[config.mk]
export PLATFORM = sky130hd
export DESIGN_NAME = mem_bridge_top
export DESIGN_NICKNAME = d
export VERILOG_FILES = /design/src/rtl/mem_bridge_pkg.sv /design/src/rtl/bridge_ifs.sv /design/src/rtl/mem_bridge_top.sv /design/src/rtl/mem_cmd_arbiter.sv /design/src/rtl/mem_req_splitter.sv /design/src/rtl/fwft_queue.sv /design/src/rtl/test_reg_file.sv /design/src/rtl/axi_lite_slave.sv
export VERILOG_INCLUDE_DIRS = /design/src /design/src/rtl
export SDC_FILE = /design/constraint.sdc
export NUM_CORES = 1
export LEC_CHECK = 0
export BUFFER_PORTS_ARGS = -buffer_cell sky130_fd_sc_hd__buf_4
export CAP_MARGIN = 40
export CORE_MARGIN = 2
export CORE_UTILIZATION = 40
export CTS_CLUSTER_SIZE = 40
export DETAILED_ROUTE_END_ITERATION = 16
export PLACE_DENSITY_LB_ADDON = 0.12
export SLEW_MARGIN = 5
export SYNTH_ARGS = -nofsm -noshare
export SYNTH_HDL_FRONTEND = slang
export SYNTH_SLANG_ARGS = --single-unit
[constraint.sdc]
create_clock -name s_axi_aclk -period 6.5 [get_ports s_axi_aclk]
set_clock_uncertainty 0.2 [all_clocks]
set_input_delay 0.65 -clock s_axi_aclk [delete_from_list [all_inputs] [get_ports s_axi_aclk]]
set_output_delay 0.65 -clock s_axi_aclk [all_outputs]
set_load 0.005 [all_outputs]
[src/rtl/mem_bridge_defines.svh]
`ifndef MEM_BRIDGE_DEFINES_SVH
`define MEM_BRIDGE_DEFINES_SVH

////////////////////
// Memory request side
////////////////////
`define REQ_ADDR_W   32
`define APP_ADDR_W   28
`define APP_ADDR_LSB 3
`define MEM_DATA_W   64
`define MEM_STRB_W   8

// Request address plus masked-write flag on top
`define CMD_W        (`REQ_ADDR_W + 1)
`define QUEUE_DEPTH  4

////////////////////
// AXI-lite register block
////////////////////
`define LITE_ADDR_W  16
`define LITE_DATA_W  32
`define REG1_ADDR    16'h0000
`define REG2_ADDR    16'h0004
`define REG3_ADDR    16'h0008

`endif
[src/rtl/mem_bridge_pkg.sv]
package mem_bridge_pkg;

   // Memory command codes
   typedef enum logic [2:0] {
      WRITE        = 3'b000,
      READ         = 3'b001,
      WRITE_MASKED = 3'b011
   } app_cmd_e;

   typedef enum logic {
      WRITE_PHASE = 1'b0,
      READ_PHASE  = 1'b1
   } arb_phase_e;

   typedef enum logic [1:0] {
      OKAY   = 2'b00,
      EXOKAY = 2'b01,
      SLVERR = 2'b10,
      DECERR = 2'b11
   } axi_resp_e;

   typedef enum logic [1:0] {
      REG1,
      REG2,
      REG3,
      NONE
   } reg_sel_e;

endpackage

[src/rtl/bridge_ifs.sv]
`timescale 1ns/1ps
`include "mem_bridge_defines.svh"

// Push side, FWFT head and pop of one queue
interface queue_if #(
   parameter int WORD_W = 8
);
   logic              push;
   logic [WORD_W-1:0] push_word;
   logic              full;
   logic              valid;
   logic [WORD_W-1:0] word;
   logic              pop;

   modport producer (
      output push,
      output push_word,
      input  full
   );

   modport queue_side (
      input  push,
      input  push_word,
      input  pop,
      output full,
      output valid,
      output word
   );

   modport consumer (
      input  valid,
      input  word,
      output pop
   );
endinterface

// Register access between the AXI-lite slave and the register file
interface reg_access_if;
   logic                    wr_en;
   logic [`LITE_ADDR_W-1:0] wr_addr;
   logic [`LITE_DATA_W-1:0] wr_data;
   logic [`LITE_ADDR_W-1:0] rd_addr;
   logic [`LITE_DATA_W-1:0] rd_data;

   modport master (output wr_en, output wr_addr, output wr_data, output rd_addr, input rd_data);
   modport regs (input wr_en, input wr_addr, input wr_data, input rd_addr, output rd_data);
endinterface

[src/rtl/mem_bridge_top.sv]
`timescale 1ns/1ps
`include "mem_bridge_defines.svh"

module mem_bridge_top (
   input  logic                    s_axi_aclk,
   input  logic                    s_axi_aresetn,
   // AXI-lite register port
   input  logic [`LITE_ADDR_W-1:0] s_axi_lite_awaddr,
   input  logic                    s_axi_lite_awvalid,
   output logic                    s_axi_lite_awready,
   input  logic [`LITE_DATA_W-1:0] s_axi_lite_wdata,
   input  logic                    s_axi_lite_wvalid,
   output logic                    s_axi_lite_wready,
   input  logic                    s_axi_lite_bready,
   output logic                    s_axi_lite_bvalid,
   output logic [1:0]              s_axi_lite_bresp,
   input  logic [`LITE_ADDR_W-1:0] s_axi_lite_araddr,
   input  logic                    s_axi_lite_arvalid,
   output logic                    s_axi_lite_arready,
   input  logic                    s_axi_lite_rready,
   output logic                    s_axi_lite_rvalid,
   output logic [`LITE_DATA_W-1:0] s_axi_lite_rdata,
   output logic [1:0]              s_axi_lite_rresp,
   // Memory requests
   input  logic [`REQ_ADDR_W-1:0]  wr_addr,
   input  logic [`MEM_DATA_W-1:0]  wr_data,
   input  logic [`MEM_STRB_W-1:0]  wr_strb,
   output logic                    wr_cmd_rdy,
   input  logic                    rd_en,
   input  logic [`REQ_ADDR_W-1:0]  rd_addr,
   output logic                    rd_cmd_rdy,
   // Memory command port
   input  logic                    app_rdy,
   output logic                    app_en,
   output logic [2:0]              app_cmd,
   output logic [`APP_ADDR_W-1:0]  app_addr,
   output logic [`MEM_DATA_W-1:0]  app_wdf_data,
   output logic [`MEM_STRB_W-1:0]  app_wdf_mask
);

   localparam int NUM_CMD_Q = 2;

   reg_access_if regs_if ();

   // Index 0 carries writes, index 1 reads
   queue_if #(.WORD_W(`CMD_W)) cmd_q [NUM_CMD_Q] ();
   queue_if #(.WORD_W(`MEM_DATA_W + `MEM_STRB_W)) data_q ();

   ////////////////////
   // Register block
   ////////////////////
   axi_lite_slave u_axi_lite_slave (
      .s_axi_aclk    (s_axi_aclk),
      .s_axi_aresetn (s_axi_aresetn),
      .awaddr        (s_axi_lite_awaddr),
      .awvalid       (s_axi_lite_awvalid),
      .wdata         (s_axi_lite_wdata),
      .wvalid        (s_axi_lite_wvalid),
      .bready        (s_axi_lite_bready),
      .araddr        (s_axi_lite_araddr),
      .arvalid       (s_axi_lite_arvalid),
      .rready        (s_axi_lite_rready),
      .awready       (s_axi_lite_awready),
      .wready        (s_axi_lite_wready),
      .bvalid        (s_axi_lite_bvalid),
      .bresp         (s_axi_lite_bresp),
      .arready       (s_axi_lite_arready),
      .rvalid        (s_axi_lite_rvalid),
      .rdata         (s_axi_lite_rdata),
      .rresp         (s_axi_lite_rresp),
      .regs          (regs_if)
   );

   test_reg_file u_test_reg_file (
      .s_axi_aclk    (s_axi_aclk),
      .s_axi_aresetn (s_axi_aresetn),
      .regs          (regs_if)
   );

   ////////////////////
   // Memory bridge
   ////////////////////
   mem_req_splitter u_mem_req_splitter (
      .wr_addr    (wr_addr),
      .wr_data    (wr_data),
      .wr_strb    (wr_strb),
      .rd_en      (rd_en),
      .rd_addr    (rd_addr),
      .wr_cmd_rdy (wr_cmd_rdy),
      .rd_cmd_rdy (rd_cmd_rdy),
      .wq         (cmd_q[0]),
      .rq         (cmd_q[1]),
      .dq         (data_q)
   );

   for (genvar i = 0; i < NUM_CMD_Q; i++) begin : gen_cmd_q
      fwft_queue #(
         .WORD_W (`CMD_W),
         .DEPTH  (`QUEUE_DEPTH)
      ) u_cmd_queue (
         .s_axi_aclk    (s_axi_aclk),
         .s_axi_aresetn (s_axi_aresetn),
         .q             (cmd_q[i])
      );
   end

   fwft_queue #(
      .WORD_W (`MEM_DATA_W + `MEM_STRB_W),
      .DEPTH  (`QUEUE_DEPTH)
   ) u_data_queue (
      .s_axi_aclk    (s_axi_aclk),
      .s_axi_aresetn (s_axi_aresetn),
      .q             (data_q)
   );

   mem_cmd_arbiter u_mem_cmd_arbiter (
      .s_axi_aclk    (s_axi_aclk),
      .s_axi_aresetn (s_axi_aresetn),
      .wq            (cmd_q[0]),
      .rq            (cmd_q[1]),
      .dq            (data_q),
      .app_rdy       (app_rdy),
      .app_en        (app_en),
      .app_cmd       (app_cmd),
      .app_addr      (app_addr),
      .app_wdf_data  (app_wdf_data),
      .app_wdf_mask  (app_wdf_mask)
   );

endmodule

[src/rtl/mem_cmd_arbiter.sv]
`timescale 1ns/1ps
`include "mem_bridge_defines.svh"

module mem_cmd_arbiter (
   input  logic                     s_axi_aclk,
   input  logic                     s_axi_aresetn,
   queue_if.consumer                wq,
   queue_if.consumer                rq,
   queue_if.consumer                dq,
   input  logic                     app_rdy,
   output logic                     app_en,
   output mem_bridge_pkg::app_cmd_e app_cmd,
   output logic [`APP_ADDR_W-1:0]   app_addr,
   output logic [`MEM_DATA_W-1:0]   app_wdf_data,
   output logic [`MEM_STRB_W-1:0]   app_wdf_mask
);

   mem_bridge_pkg::arb_phase_e phase_r;
   logic                       in_write;
   logic                       take;
   logic [`CMD_W-1:0]          head;

   // Phase sticks while its own queue still has work
   always_ff @(posedge s_axi_aclk) begin
      if (!s_axi_aresetn) begin
         phase_r <= mem_bridge_pkg::WRITE_PHASE;
      end else begin
         case (phase_r)
            mem_bridge_pkg::WRITE_PHASE: begin
               if (!wq.valid) begin
                  phase_r <= mem_bridge_pkg::READ_PHASE;
               end
            end
            default: begin
               if (!rq.valid) begin
                  phase_r <= mem_bridge_pkg::WRITE_PHASE;
               end
            end
         endcase
      end
   end

   assign in_write = (phase_r == mem_bridge_pkg::WRITE_PHASE);
   assign head     = in_write ? wq.word : rq.word;
   assign app_en   = in_write ? wq.valid : rq.valid;
   assign take     = app_en && app_rdy;

   // Data entry was pushed with its command, so it pops alongside
   assign wq.pop = take && in_write;
   assign dq.pop = take && in_write;
   assign rq.pop = take && !in_write;

   assign app_addr = head[`APP_ADDR_LSB +: `APP_ADDR_W];

   always_comb begin
      if (!in_write) begin
         app_cmd = mem_bridge_pkg::READ;
      end else if (head[`CMD_W-1]) begin
         app_cmd = mem_bridge_pkg::WRITE_MASKED;
      end else begin
         app_cmd = mem_bridge_pkg::WRITE;
      end
   end

   assign app_wdf_data = in_write ? dq.word[`MEM_DATA_W-1:0] : '0;
   assign app_wdf_mask = in_write ? dq.word[`MEM_DATA_W +: `MEM_STRB_W] : '0;

endmodule

[src/rtl/mem_req_splitter.sv]
`timescale 1ns/1ps
`include "mem_bridge_defines.svh"

module mem_req_splitter (
   input  logic [`REQ_ADDR_W-1:0] wr_addr,
   input  logic [`MEM_DATA_W-1:0] wr_data,
   input  logic [`MEM_STRB_W-1:0] wr_strb,
   input  logic                   rd_en,
   input  logic [`REQ_ADDR_W-1:0] rd_addr,
   output logic                   wr_cmd_rdy,
   output logic                   rd_cmd_rdy,
   queue_if.producer              wq,
   queue_if.producer              rq,
   queue_if.producer              dq
);

   logic wr_accept;
   logic wr_masked;

   // Command and data queues must both have room
   assign wr_cmd_rdy = !wq.full && !dq.full;
   assign rd_cmd_rdy = !rq.full;

   ////////////////////
   // Write requests
   ////////////////////
   // All-zero strobe means no write at all
   assign wr_accept = wr_cmd_rdy && (wr_strb != '0);
   assign wr_masked = (wr_strb != '1);

   assign wq.push      = wr_accept;
   assign wq.push_word = {wr_masked, wr_addr};

   // Memory mask is active high, so the strobe goes in inverted
   assign dq.push      = wr_accept;
   assign dq.push_word = {~wr_strb, wr_data};

   ////////////////////
   // Read requests
   ////////////////////
   assign rq.push      = rd_en && rd_cmd_rdy;
   assign rq.push_word = {1'b0, rd_addr};

endmodule

[src/rtl/fwft_queue.sv]
`timescale 1ns/1ps

module fwft_queue #(
   parameter int WORD_W = 8,
   parameter int DEPTH  = 4
) (
   input  logic        s_axi_aclk,
   input  logic        s_axi_aresetn,
   queue_if.queue_side q
);

   localparam int PTR_W = (DEPTH > 1) ? $clog2(DEPTH) : 1;
   localparam int CNT_W = $clog2(DEPTH + 1);

   logic [WORD_W-1:0] mem [DEPTH];
   logic [PTR_W-1:0]  wr_ptr;
   logic [PTR_W-1:0]  rd_ptr;
   logic [CNT_W-1:0]  count;
   logic              do_push;
   logic              do_pop;

   function automatic logic [PTR_W-1:0] next_ptr(input logic [PTR_W-1:0] ptr);
      if (ptr == PTR_W'(DEPTH - 1)) begin
         return '0;
      end
      return ptr + 1'b1;
   endfunction

   assign q.full  = (count == CNT_W'(DEPTH));
   assign q.valid = (count != '0);
   assign q.word  = mem[rd_ptr];

   // Push while full is dropped
   assign do_push = q.push && !q.full;
   assign do_pop  = q.pop && q.valid;

   always_ff @(posedge s_axi_aclk) begin
      if (do_push) begin
         mem[wr_ptr] <= q.push_word;
      end
   end

   always_ff @(posedge s_axi_aclk) begin
      if (!s_axi_aresetn) begin
         wr_ptr <= '0;
         rd_ptr <= '0;
         count  <= '0;
      end else begin
         if (do_push) begin
            wr_ptr <= next_ptr(wr_ptr);
         end
         if (do_pop) begin
            rd_ptr <= next_ptr(rd_ptr);
         end
         case ({do_push, do_pop})
            2'b10:   count <= count + 1'b1;
            2'b01:   count <= count - 1'b1;
            default: count <= count;
         endcase
      end
   end

endmodule

[src/rtl/test_reg_file.sv]
`timescale 1ns/1ps
`include "mem_bridge_defines.svh"

module test_reg_file (
   input  logic       s_axi_aclk,
   input  logic       s_axi_aresetn,
   reg_access_if.regs regs
);

   logic [`LITE_DATA_W-1:0]  reg1_r;
   logic [`LITE_DATA_W-1:0]  reg2_r;
   logic [`LITE_DATA_W-1:0]  reg3_r;
   mem_bridge_pkg::reg_sel_e wr_sel;
   mem_bridge_pkg::reg_sel_e rd_sel;

   function automatic mem_bridge_pkg::reg_sel_e decode(input logic [`LITE_ADDR_W-1:0] addr);
      case (addr)
         `REG1_ADDR: return mem_bridge_pkg::REG1;
         `REG2_ADDR: return mem_bridge_pkg::REG2;
         `REG3_ADDR: return mem_bridge_pkg::REG3;
         default:    return mem_bridge_pkg::NONE;
      endcase
   endfunction

   assign wr_sel = decode(regs.wr_addr);
   assign rd_sel = decode(regs.rd_addr);

   always_ff @(posedge s_axi_aclk) begin
      if (!s_axi_aresetn) begin
         reg1_r <= '0;
         reg2_r <= '0;
      end else if (regs.wr_en) begin
         if (wr_sel == mem_bridge_pkg::REG1) begin
            reg1_r <= regs.wr_data;
         end
         if (wr_sel == mem_bridge_pkg::REG2) begin
            reg2_r <= regs.wr_data;
         end
      end
   end

   // Sum lags the operands by one cycle
   always_ff @(posedge s_axi_aclk) begin
      if (!s_axi_aresetn) begin
         reg3_r <= '0;
      end else begin
         reg3_r <= reg1_r + reg2_r;
      end
   end

   always_comb begin
      case (rd_sel)
         mem_bridge_pkg::REG1: regs.rd_data = reg1_r;
         mem_bridge_pkg::REG2: regs.rd_data = reg2_r;
         mem_bridge_pkg::REG3: regs.rd_data = reg3_r;
         default:              regs.rd_data = '0;
      endcase
   end

endmodule

[src/rtl/axi_lite_slave.sv]
`timescale 1ns/1ps
`include "mem_bridge_defines.svh"

module axi_lite_slave (
   input  logic                    s_axi_aclk,
   input  logic                    s_axi_aresetn,
   input  logic [`LITE_ADDR_W-1:0] awaddr,
   input  logic                    awvalid,
   input  logic [`LITE_DATA_W-1:0] wdata,
   input  logic                    wvalid,
   input  logic                    bready,
   input  logic [`LITE_ADDR_W-1:0] araddr,
   input  logic                    arvalid,
   input  logic                    rready,
   output logic                    awready,
   output logic                    wready,
   output logic                    bvalid,
   output logic [1:0]              bresp,
   output logic                    arready,
   output logic                    rvalid,
   output logic [`LITE_DATA_W-1:0] rdata,
   output logic [1:0]              rresp,
   reg_access_if.master            regs
);

   logic                    w_rdy_r;
   logic                    b_vld_r;
   logic                    r_vld_r;
   logic [`LITE_DATA_W-1:0] r_data_r;
   logic                    wr_accept;

   ////////////////////
   // Write channel
   ////////////////////
   assign wr_accept = w_rdy_r && awvalid && wvalid;

   assign awready = w_rdy_r;
   assign wready  = w_rdy_r;
   assign bvalid  = b_vld_r;
   assign bresp   = mem_bridge_pkg::OKAY;

   // One-cycle ready pulse, held off while a response is pending
   always_ff @(posedge s_axi_aclk) begin
      if (!s_axi_aresetn) begin
         w_rdy_r <= 1'b0;
      end else if (w_rdy_r) begin
         w_rdy_r <= 1'b0;
      end else if (!b_vld_r && awvalid && wvalid) begin
         w_rdy_r <= 1'b1;
      end
   end

   always_ff @(posedge s_axi_aclk) begin
      if (!s_axi_aresetn) begin
         b_vld_r <= 1'b0;
      end else if (b_vld_r && bready) begin
         b_vld_r <= 1'b0;
      end else if (wr_accept) begin
         b_vld_r <= 1'b1;
      end
   end

   assign regs.wr_en   = wr_accept;
   assign regs.wr_addr = awaddr;
   assign regs.wr_data = wdata;

   ////////////////////
   // Read channel
   ////////////////////
   assign arready      = 1'b1;
   assign rvalid       = r_vld_r;
   assign rdata        = r_data_r;
   assign rresp        = mem_bridge_pkg::OKAY;
   assign regs.rd_addr = araddr;

   always_ff @(posedge s_axi_aclk) begin
      if (!s_axi_aresetn) begin
         r_vld_r <= 1'b0;
      end else begin
         r_vld_r <= arvalid || (r_vld_r && !rready);
      end
   end

   always_ff @(posedge s_axi_aclk) begin
      if (arvalid) begin
         r_data_r <= regs.rd_data;
      end
   end

endmodule

==> metrics, run 1 <==
unrepaired setup endpoints after global routing false; Placer Congestion 0.8069; crit path DAT 2700 ps; Rows 96; FF-to-FF Start u_data_queue.count[0]; total core area 0.06871 mm^2; Leak Pwr 12.47 nW; Synth Area per Inst 15.57 um^2; cells after synthesis 1783; part of the power in registers 0.448; share of total power in the clock network 0.302; # resized after CTS 0; P per Cell Area roughly 390 mW/mm^2; grt total ovfl 0; Clock Pin Slew Worst Setup and Hold Paths 60 ps; final WL 64440 um; r2r setup slk around 3600 ps; worst flop-to-flop path endpoint u_data_queue.mem[0][9]; Initial Util 0.4041; register area share after synthesis 0.6842; clk buf depth 3; asr flop ratio synth 0; worst hold endpoint u_data_queue.mem[3][9]; hold path start wr_data[9]; fin crit period about 3600 ps; area grow syn2layout 21.53%; R2R depth 4; Post-synth EDFFs 548; share of cells above drive strength 1 0.2888; Final Total Pwr 0.01304 W; NumNets Final 2400; DP Wirelength 40450 um; Worst Setup End Kind output pin; total of max-cap violations 0; Critical Path RT 5650 ps; final instance area 0.03374 mm^2; Overall Global Routing Usage 0.1796; Sum Neg Setup Slack 0 ps; Clock Latency Late Sink around 590 ps; Post-synth top flop edfxtp_1; # port buffers ~340; outcome finished, final reports clean; H-tree depth 3; vias in the first global route about 17000; Sink Count just under 700; Switching Fraction 0.2738; Post-CTS Setup Inserts 0; routed len/inst just over 20 um; chip height 267.5 um; crit share post-route 0.5464; largest net degree at the start of global routing 75; first drt pass iteration count 5; min-delay worst type in -> reg; Worst Tran Pin Value 756.6 ps; post-synth cell types 62; count of final max-slew check failures 0; Worst slew margin 0.4956; CTS tree built; Psw 0.003570 W; Yosys Warn Count 0; fmax approximately 280 MHz; Placed Area 0.03143 mm^2; die area 0.07154 mm^2; initial DRC count 895; Final ANT Viol Nets 0; endpoints failing setup 0; Seq cells post-synth 675; Root Driver clkbuf_16; initial antenna violation count 8; Post-CTS Hold Buffers 0; first-pass GRT wire length 97210 um; Ports 356; DR vias 15925; startpoint types flop; post-synthesis cell area 0.02777 mm^2; number of buffers created by CTS 75; Critical Path Fanout Max 43; DRC Markers 0; crit path kind reg -> out; cell depth of the worst min-delay path 1; die width 267.5 um; Cell Int Power 0.009470 W; hold violation count in the final report 0; peak supply drop roughly 0.22 mV; drt via density 5.088; Combinational Power Share 0.250
worst max-delay path by stage:
stage / from / end / slack (ps) / cells after the start
2_1_floorplan: wr_strb[0] / u_data_queue.mem[3][0] / 3280 / 3
3_3_place_gp: flop / app_wdf_data[23] / 2940 / 4
3_5_place_dp: wr_strb[5] / u_data_queue.count[2] / 3020 / 11
4_1_cts: flop / app_wdf_mask[0] / 2840 / 4
5_1_grt: flop / app_wdf_mask[2] / 2790 / 4
6_report: flop / app_wdf_mask[2] / 2950 / 4
kinds of logic after synthesis:
| family | share of synthesized area |
|---|---|
| other cells | 0.0002705 |
| buf+inv | 0.02082 |
| flops | 0.6842 |
| compound gates | 0.03686 |
| xor+xnor | 0.006309 |
| fa+ha+maj | 0.02497 |
| simple gates | 0.08251 |
| mux | 0.1440 |
worst max-delay path, stage by stage, from the launching register on:
cell     delay, ps
dfxtp_4        660
buf_4          650
mux4_2         430
and2_1         180
buf_4          130
metrics by stage:
step | instances | setup slack (ps) | hold WS, ps | utilization
after global routing | 3127 | 2793 | 10.93 | 0.4910
after global placement | 2987 | 2938 | 262.4 | 0.4555
after detailed placement | 2992 | 3018 | 275.6 | 0.4575
final | 3130 | 2948 | 48.45 | 0.4911
after floorplan | 1787 | 3279 | 252.0 | -
after CTS | 3126 | 2842 | 1.615 | 0.4910
layer usage:
layer	GRT usage	routed length (um)	share of wire	vias to the layer above
met4	0.04952	1122	0.017	8
li1	-	-	-	7419
met2	0.3107	32610	0.51	341
met3	0.04147	3594	0.056	86
met5	0	51	0.00079	-
met1	0.2262	27060	0.42	8071
cell usage in the layout, fill, tap and decap left out, drive strengths merged, types with 10 or more instances in the layout:
| master | instances |
|---|---|
| nand2 | 134 |
| o21ai | 19 |
| and3 | 14 |
| clkinv | 29 |
| nor3 | 21 |
| nand3 | 18 |
| edfxtp | 548 |
| and2 | 78 |
| a21o | 14 |
| o21a | 10 |
| a21oi | 78 |
| clkbuf | 103 |
| dfxtp | 127 |
| xor2 | 11 |
| nor2 | 193 |
| buf | 370 |
| mux2i | 107 |
| inv | 40 |
| mux4 | 129 |
| nand2b | 10 |
| ha | 49 |
synthesized netlist by cell type, drive strengths merged, types with 11 or more instances:
library cell | n | share of area
nand3 | 18 | 0.0034
nand2 | 134 | 0.018
and2 | 78 | 0.018
buf | 35 | 0.0073
ha | 49 | 0.022
inv | 39 | 0.0053
a21o | 14 | 0.0038
mux2i | 107 | 0.039
xor2 | 11 | 0.0035
nor2 | 193 | 0.026
nor3 | 21 | 0.0041
o21ai | 19 | 0.0034
clkbuf | 61 | 0.0083
and3 | 14 | 0.0032
mux4 | 129 | 0.10
edfxtp | 548 | 0.59
dfxtp | 127 | 0.092
a21oi | 78 | 0.014
registers in the layout (all words and copies together), names as in the netlist, 3 cells and up, named ones only:
name and cells:
gen_cmd_q.u_cmd_queue.mem 228, gen_cmd_q.u_cmd_queue.rd_ptr 4, u_test_reg_file.reg1_r 32, gen_cmd_q.u_cmd_queue.wr_ptr 4, u_data_queue.mem 288, gen_cmd_q.u_cmd_queue.count 6, u_test_reg_file.reg2_r 32, u_axi_lite_slave.rdata 32
u_test_reg_file.reg3_r 32, u_data_queue.count 3
power by group through the flow:
stage                     logic (W)  registers (W)  clock network, W
final                       0.00326        0.00584           0.00394
after floorplan             0.00172        0.00590                 0
after detailed placement    0.00336        0.00593                 0
after global routing        0.00356        0.00591           0.00423
after global placement      0.00325        0.00594                 0
after CTS                   0.00337        0.00585           0.00407
cell type report:
type | count | area [um^2]
Fill cell | 6039 | 34960
Clock inverter | 31 | 207.7
Tap cell | 931 | 1165
Inverter | 39 | 147.6
Multi-Input combinational cell | 977 | 8233
Clock buffer | 103 | 2095
Timing Repair Buffer | 370 | 2878
Antenna cell | 4 | 10.01
Sequential cell | 675 | 19010
Note: power is estimated with default switching activity, not from simulation.
==> inputs of run 2 (changes only) <==
==> constraint.sdc (replaced) <==
create_clock -name s_axi_aclk -period 3.7 [get_ports s_axi_aclk]
set_clock_uncertainty 0.2 [all_clocks]
set_input_delay 0.37 -clock s_axi_aclk [delete_from_list [all_inputs] [get_ports s_axi_aclk]]
set_output_delay 0.37 -clock s_axi_aclk [all_outputs]
set_load 0.005 [all_outputs]
==> metrics, run 2 (synthesis gave the netlist of run 1 again) <==
outcome finished, final reports clean; DRC Markers 0 (unchanged); crit share post-route 0.8354; Largest Register u_data_queue.mem; top flop regs u_data_queue.mem x288, gen_cmd_q.u_cmd_queue.mem x228; Post-CTS Setup Inserts 0 (unchanged); first drt pass iteration count 6 (+1); Psw 0.006420 W (+80%); CTS tree built; drt via density 5.075 (-0.26%); CP bufs+invs 2 (unchanged); hold violation count in the final report 0 (unchanged); routed len/inst 20.21 um (-1.9%); initial antenna violation count 6 (-2); share of cells above drive strength 1 0.2690 (-0.01980); Critical Path RT 3130 ps (-2520 ps); grt total ovfl 0 (unchanged); Ports 356 (unchanged); H-tree depth 3 (unchanged); Overall Global Routing Usage 0.1869 (+0.007327); die area 0.07154 mm^2 (unchanged); Worst slew margin 0.5053 (+0.009681); met2 WL post-DR 34240 um (+5.0%); Final ANT Viol Nets 0 (unchanged); part of the power in registers 0.445 (-0.003); most frequent cells in the layout 548 x edfxtp_1, 362 x buf_4, 193 x nor2_1; number of buffers created by CTS 75 (unchanged); first-pass GRT wire length 101800 um (+4.7%); fmax approximately 320 MHz; total of max-cap violations 0 (unchanged); detailed-routing wirelength on met1 27620 um (+2.1%); Cell Int Power 0.01680 W (+77%); Clock Pin Slew Worst Setup and Hold Paths 60 ps (about the same); Leak Pwr 13.16 nW (+5.5%); Core Util, Final 0.5165 (+0.02535); Slowest-stage cell, CP dfxtp_4; r2r setup slk 910 ps (-2680 ps); uppermost routed layer met5; Sink Count 675 (unchanged); final WL 66680 um (+3.5%); vias in the first global route 17655 (+7.0%); Root Driver clkbuf_16; die width 267.5 um (unchanged); Initial Util 0.4041 (unchanged); largest net degree at the start of global routing 47 (-37%); fin crit period 3091 ps; endpoints failing setup 0 (unchanged); initial DRC count 946 (+5.7%); peak supply drop 0.5238 mV (+140%); share of total power in the clock network 0.304 (+0.002); DP Wirelength 41330 um (+2.2%); Critical Path Fanout Max 18 (-58%); count of final max-slew check failures 0 (unchanged); unrepaired setup endpoints after global routing false; most common cell after layout, fill and taps aside edfxtp_1; Top delay family on crit path buffers and inverters; startpoint types flop; Worst Setup End Kind output pin; chip height 267.5 um (unchanged); Placer Congestion 0.8133 (+0.79%); Rows 96 (unchanged); crit path DAT 2520 ps (-180 ps); Max stage delay on crit path 580 ps (-80 ps); # resized after CTS 0 (unchanged); DR vias 16747 (+5.2%); clk buf depth 3 (unchanged); total core area 0.06871 mm^2 (unchanged); met3 routed WL 3121 um (-13%); Post-CTS Hold Buffers 167 (+167); NumNets Final 2570 (+7.1%); # port buffers 341 (unchanged); crit path kind reg -> out; Sum Neg Setup Slack 0 ps (unchanged); Switching Fraction 0.2764 (+0.002666); Top cell by count, worst path buf_4; area grow syn2layout 27.80%; critical path, cell by cell buf_4, mux4_2, and2_1, buf_4; Largest register FFs 288 (unchanged); P per Cell Area 654.4 mW/mm^2 (+69%); Clock Latency Late Sink 610 ps (+20 ps); Combinational Power Share 0.252 (+0.002); min-delay worst type in -> reg; Worst Tran Pin Value 742.0 ps (-14.52 ps)
## run 2: power by group through the flow
stage | combinational [W] | sequential [W] | clock (W)
after floorplan | 0.00302 | 0.0104 | 0
after global placement | 0.00584 | 0.0104 | 0
after detailed placement | 0.00587 | 0.0105 | 0
after CTS | 0.00605 | 0.0104 | 0.00728
after global routing | 0.00637 | 0.0105 | 0.00755
final | 0.00584 | 0.0103 | 0.00705
## run 2: final timing paths
path                                            from  cells past startpoint                         end
setup / recovery                                flop                      4            app_wdf_data[12]
hold / removal                     s_axi_lite_wvalid                      4     u_axi_lite_slave.bvalid
setup reg to reg           u_test_reg_file.reg2_r[0]                     10  u_test_reg_file.reg3_r[26]
hold reg to reg   gen_cmd_q[0].u_cmd_queue.rd_ptr[1]                      2                        flop
## run 2: worst min-delay path: stages
cell and delay [ps]:
buf_4 120, nand3_1 130, mux2_2 170, nor2_1 30
## run 2: layout make-up
class / instances / area [um^2]
flip-flops and latches: 675 / 19010
clock buffers: 97 / 1979
repair buffers: 540 / 4617
inverters: 39 / 147.6
well taps: 931 / 1165
diodes: 5 / 12.51
clock inverters: 36 / 327.8
fillers: 5869 / 33220
multi-input cells: 977 / 8228
## run 2: metrics by stage
| step | std cells | cell area [um^2] | total power, W | hold slack (ps) | setup WS, ps |
|---|---|---|---|---|---|
| floorplan | 1787 | 27780 | 0.01339 | 252.0 | 499.7 |
| CTS | 3295 | 35470 | 0.02369 | 20.04 | 468.0 |
| global placement | 2994 | 31470 | 0.01627 | 267.0 | 636.5 |
| finish | 3300 | 35490 | 0.02322 | 43.98 | 609.1 |
| detailed placement | 2995 | 31490 | 0.01638 | 272.8 | 604.5 |
| global route | 3298 | 35480 | 0.02438 | 38.49 | 407.0 |
## run 2: metal layers
metal  vias to the layer above  GRT usage
met3                       112    0.03531
li1                       7767          -
met1                      8458     0.2344
met2                       404     0.3275
met4                         6    0.05798
met5                         -          0
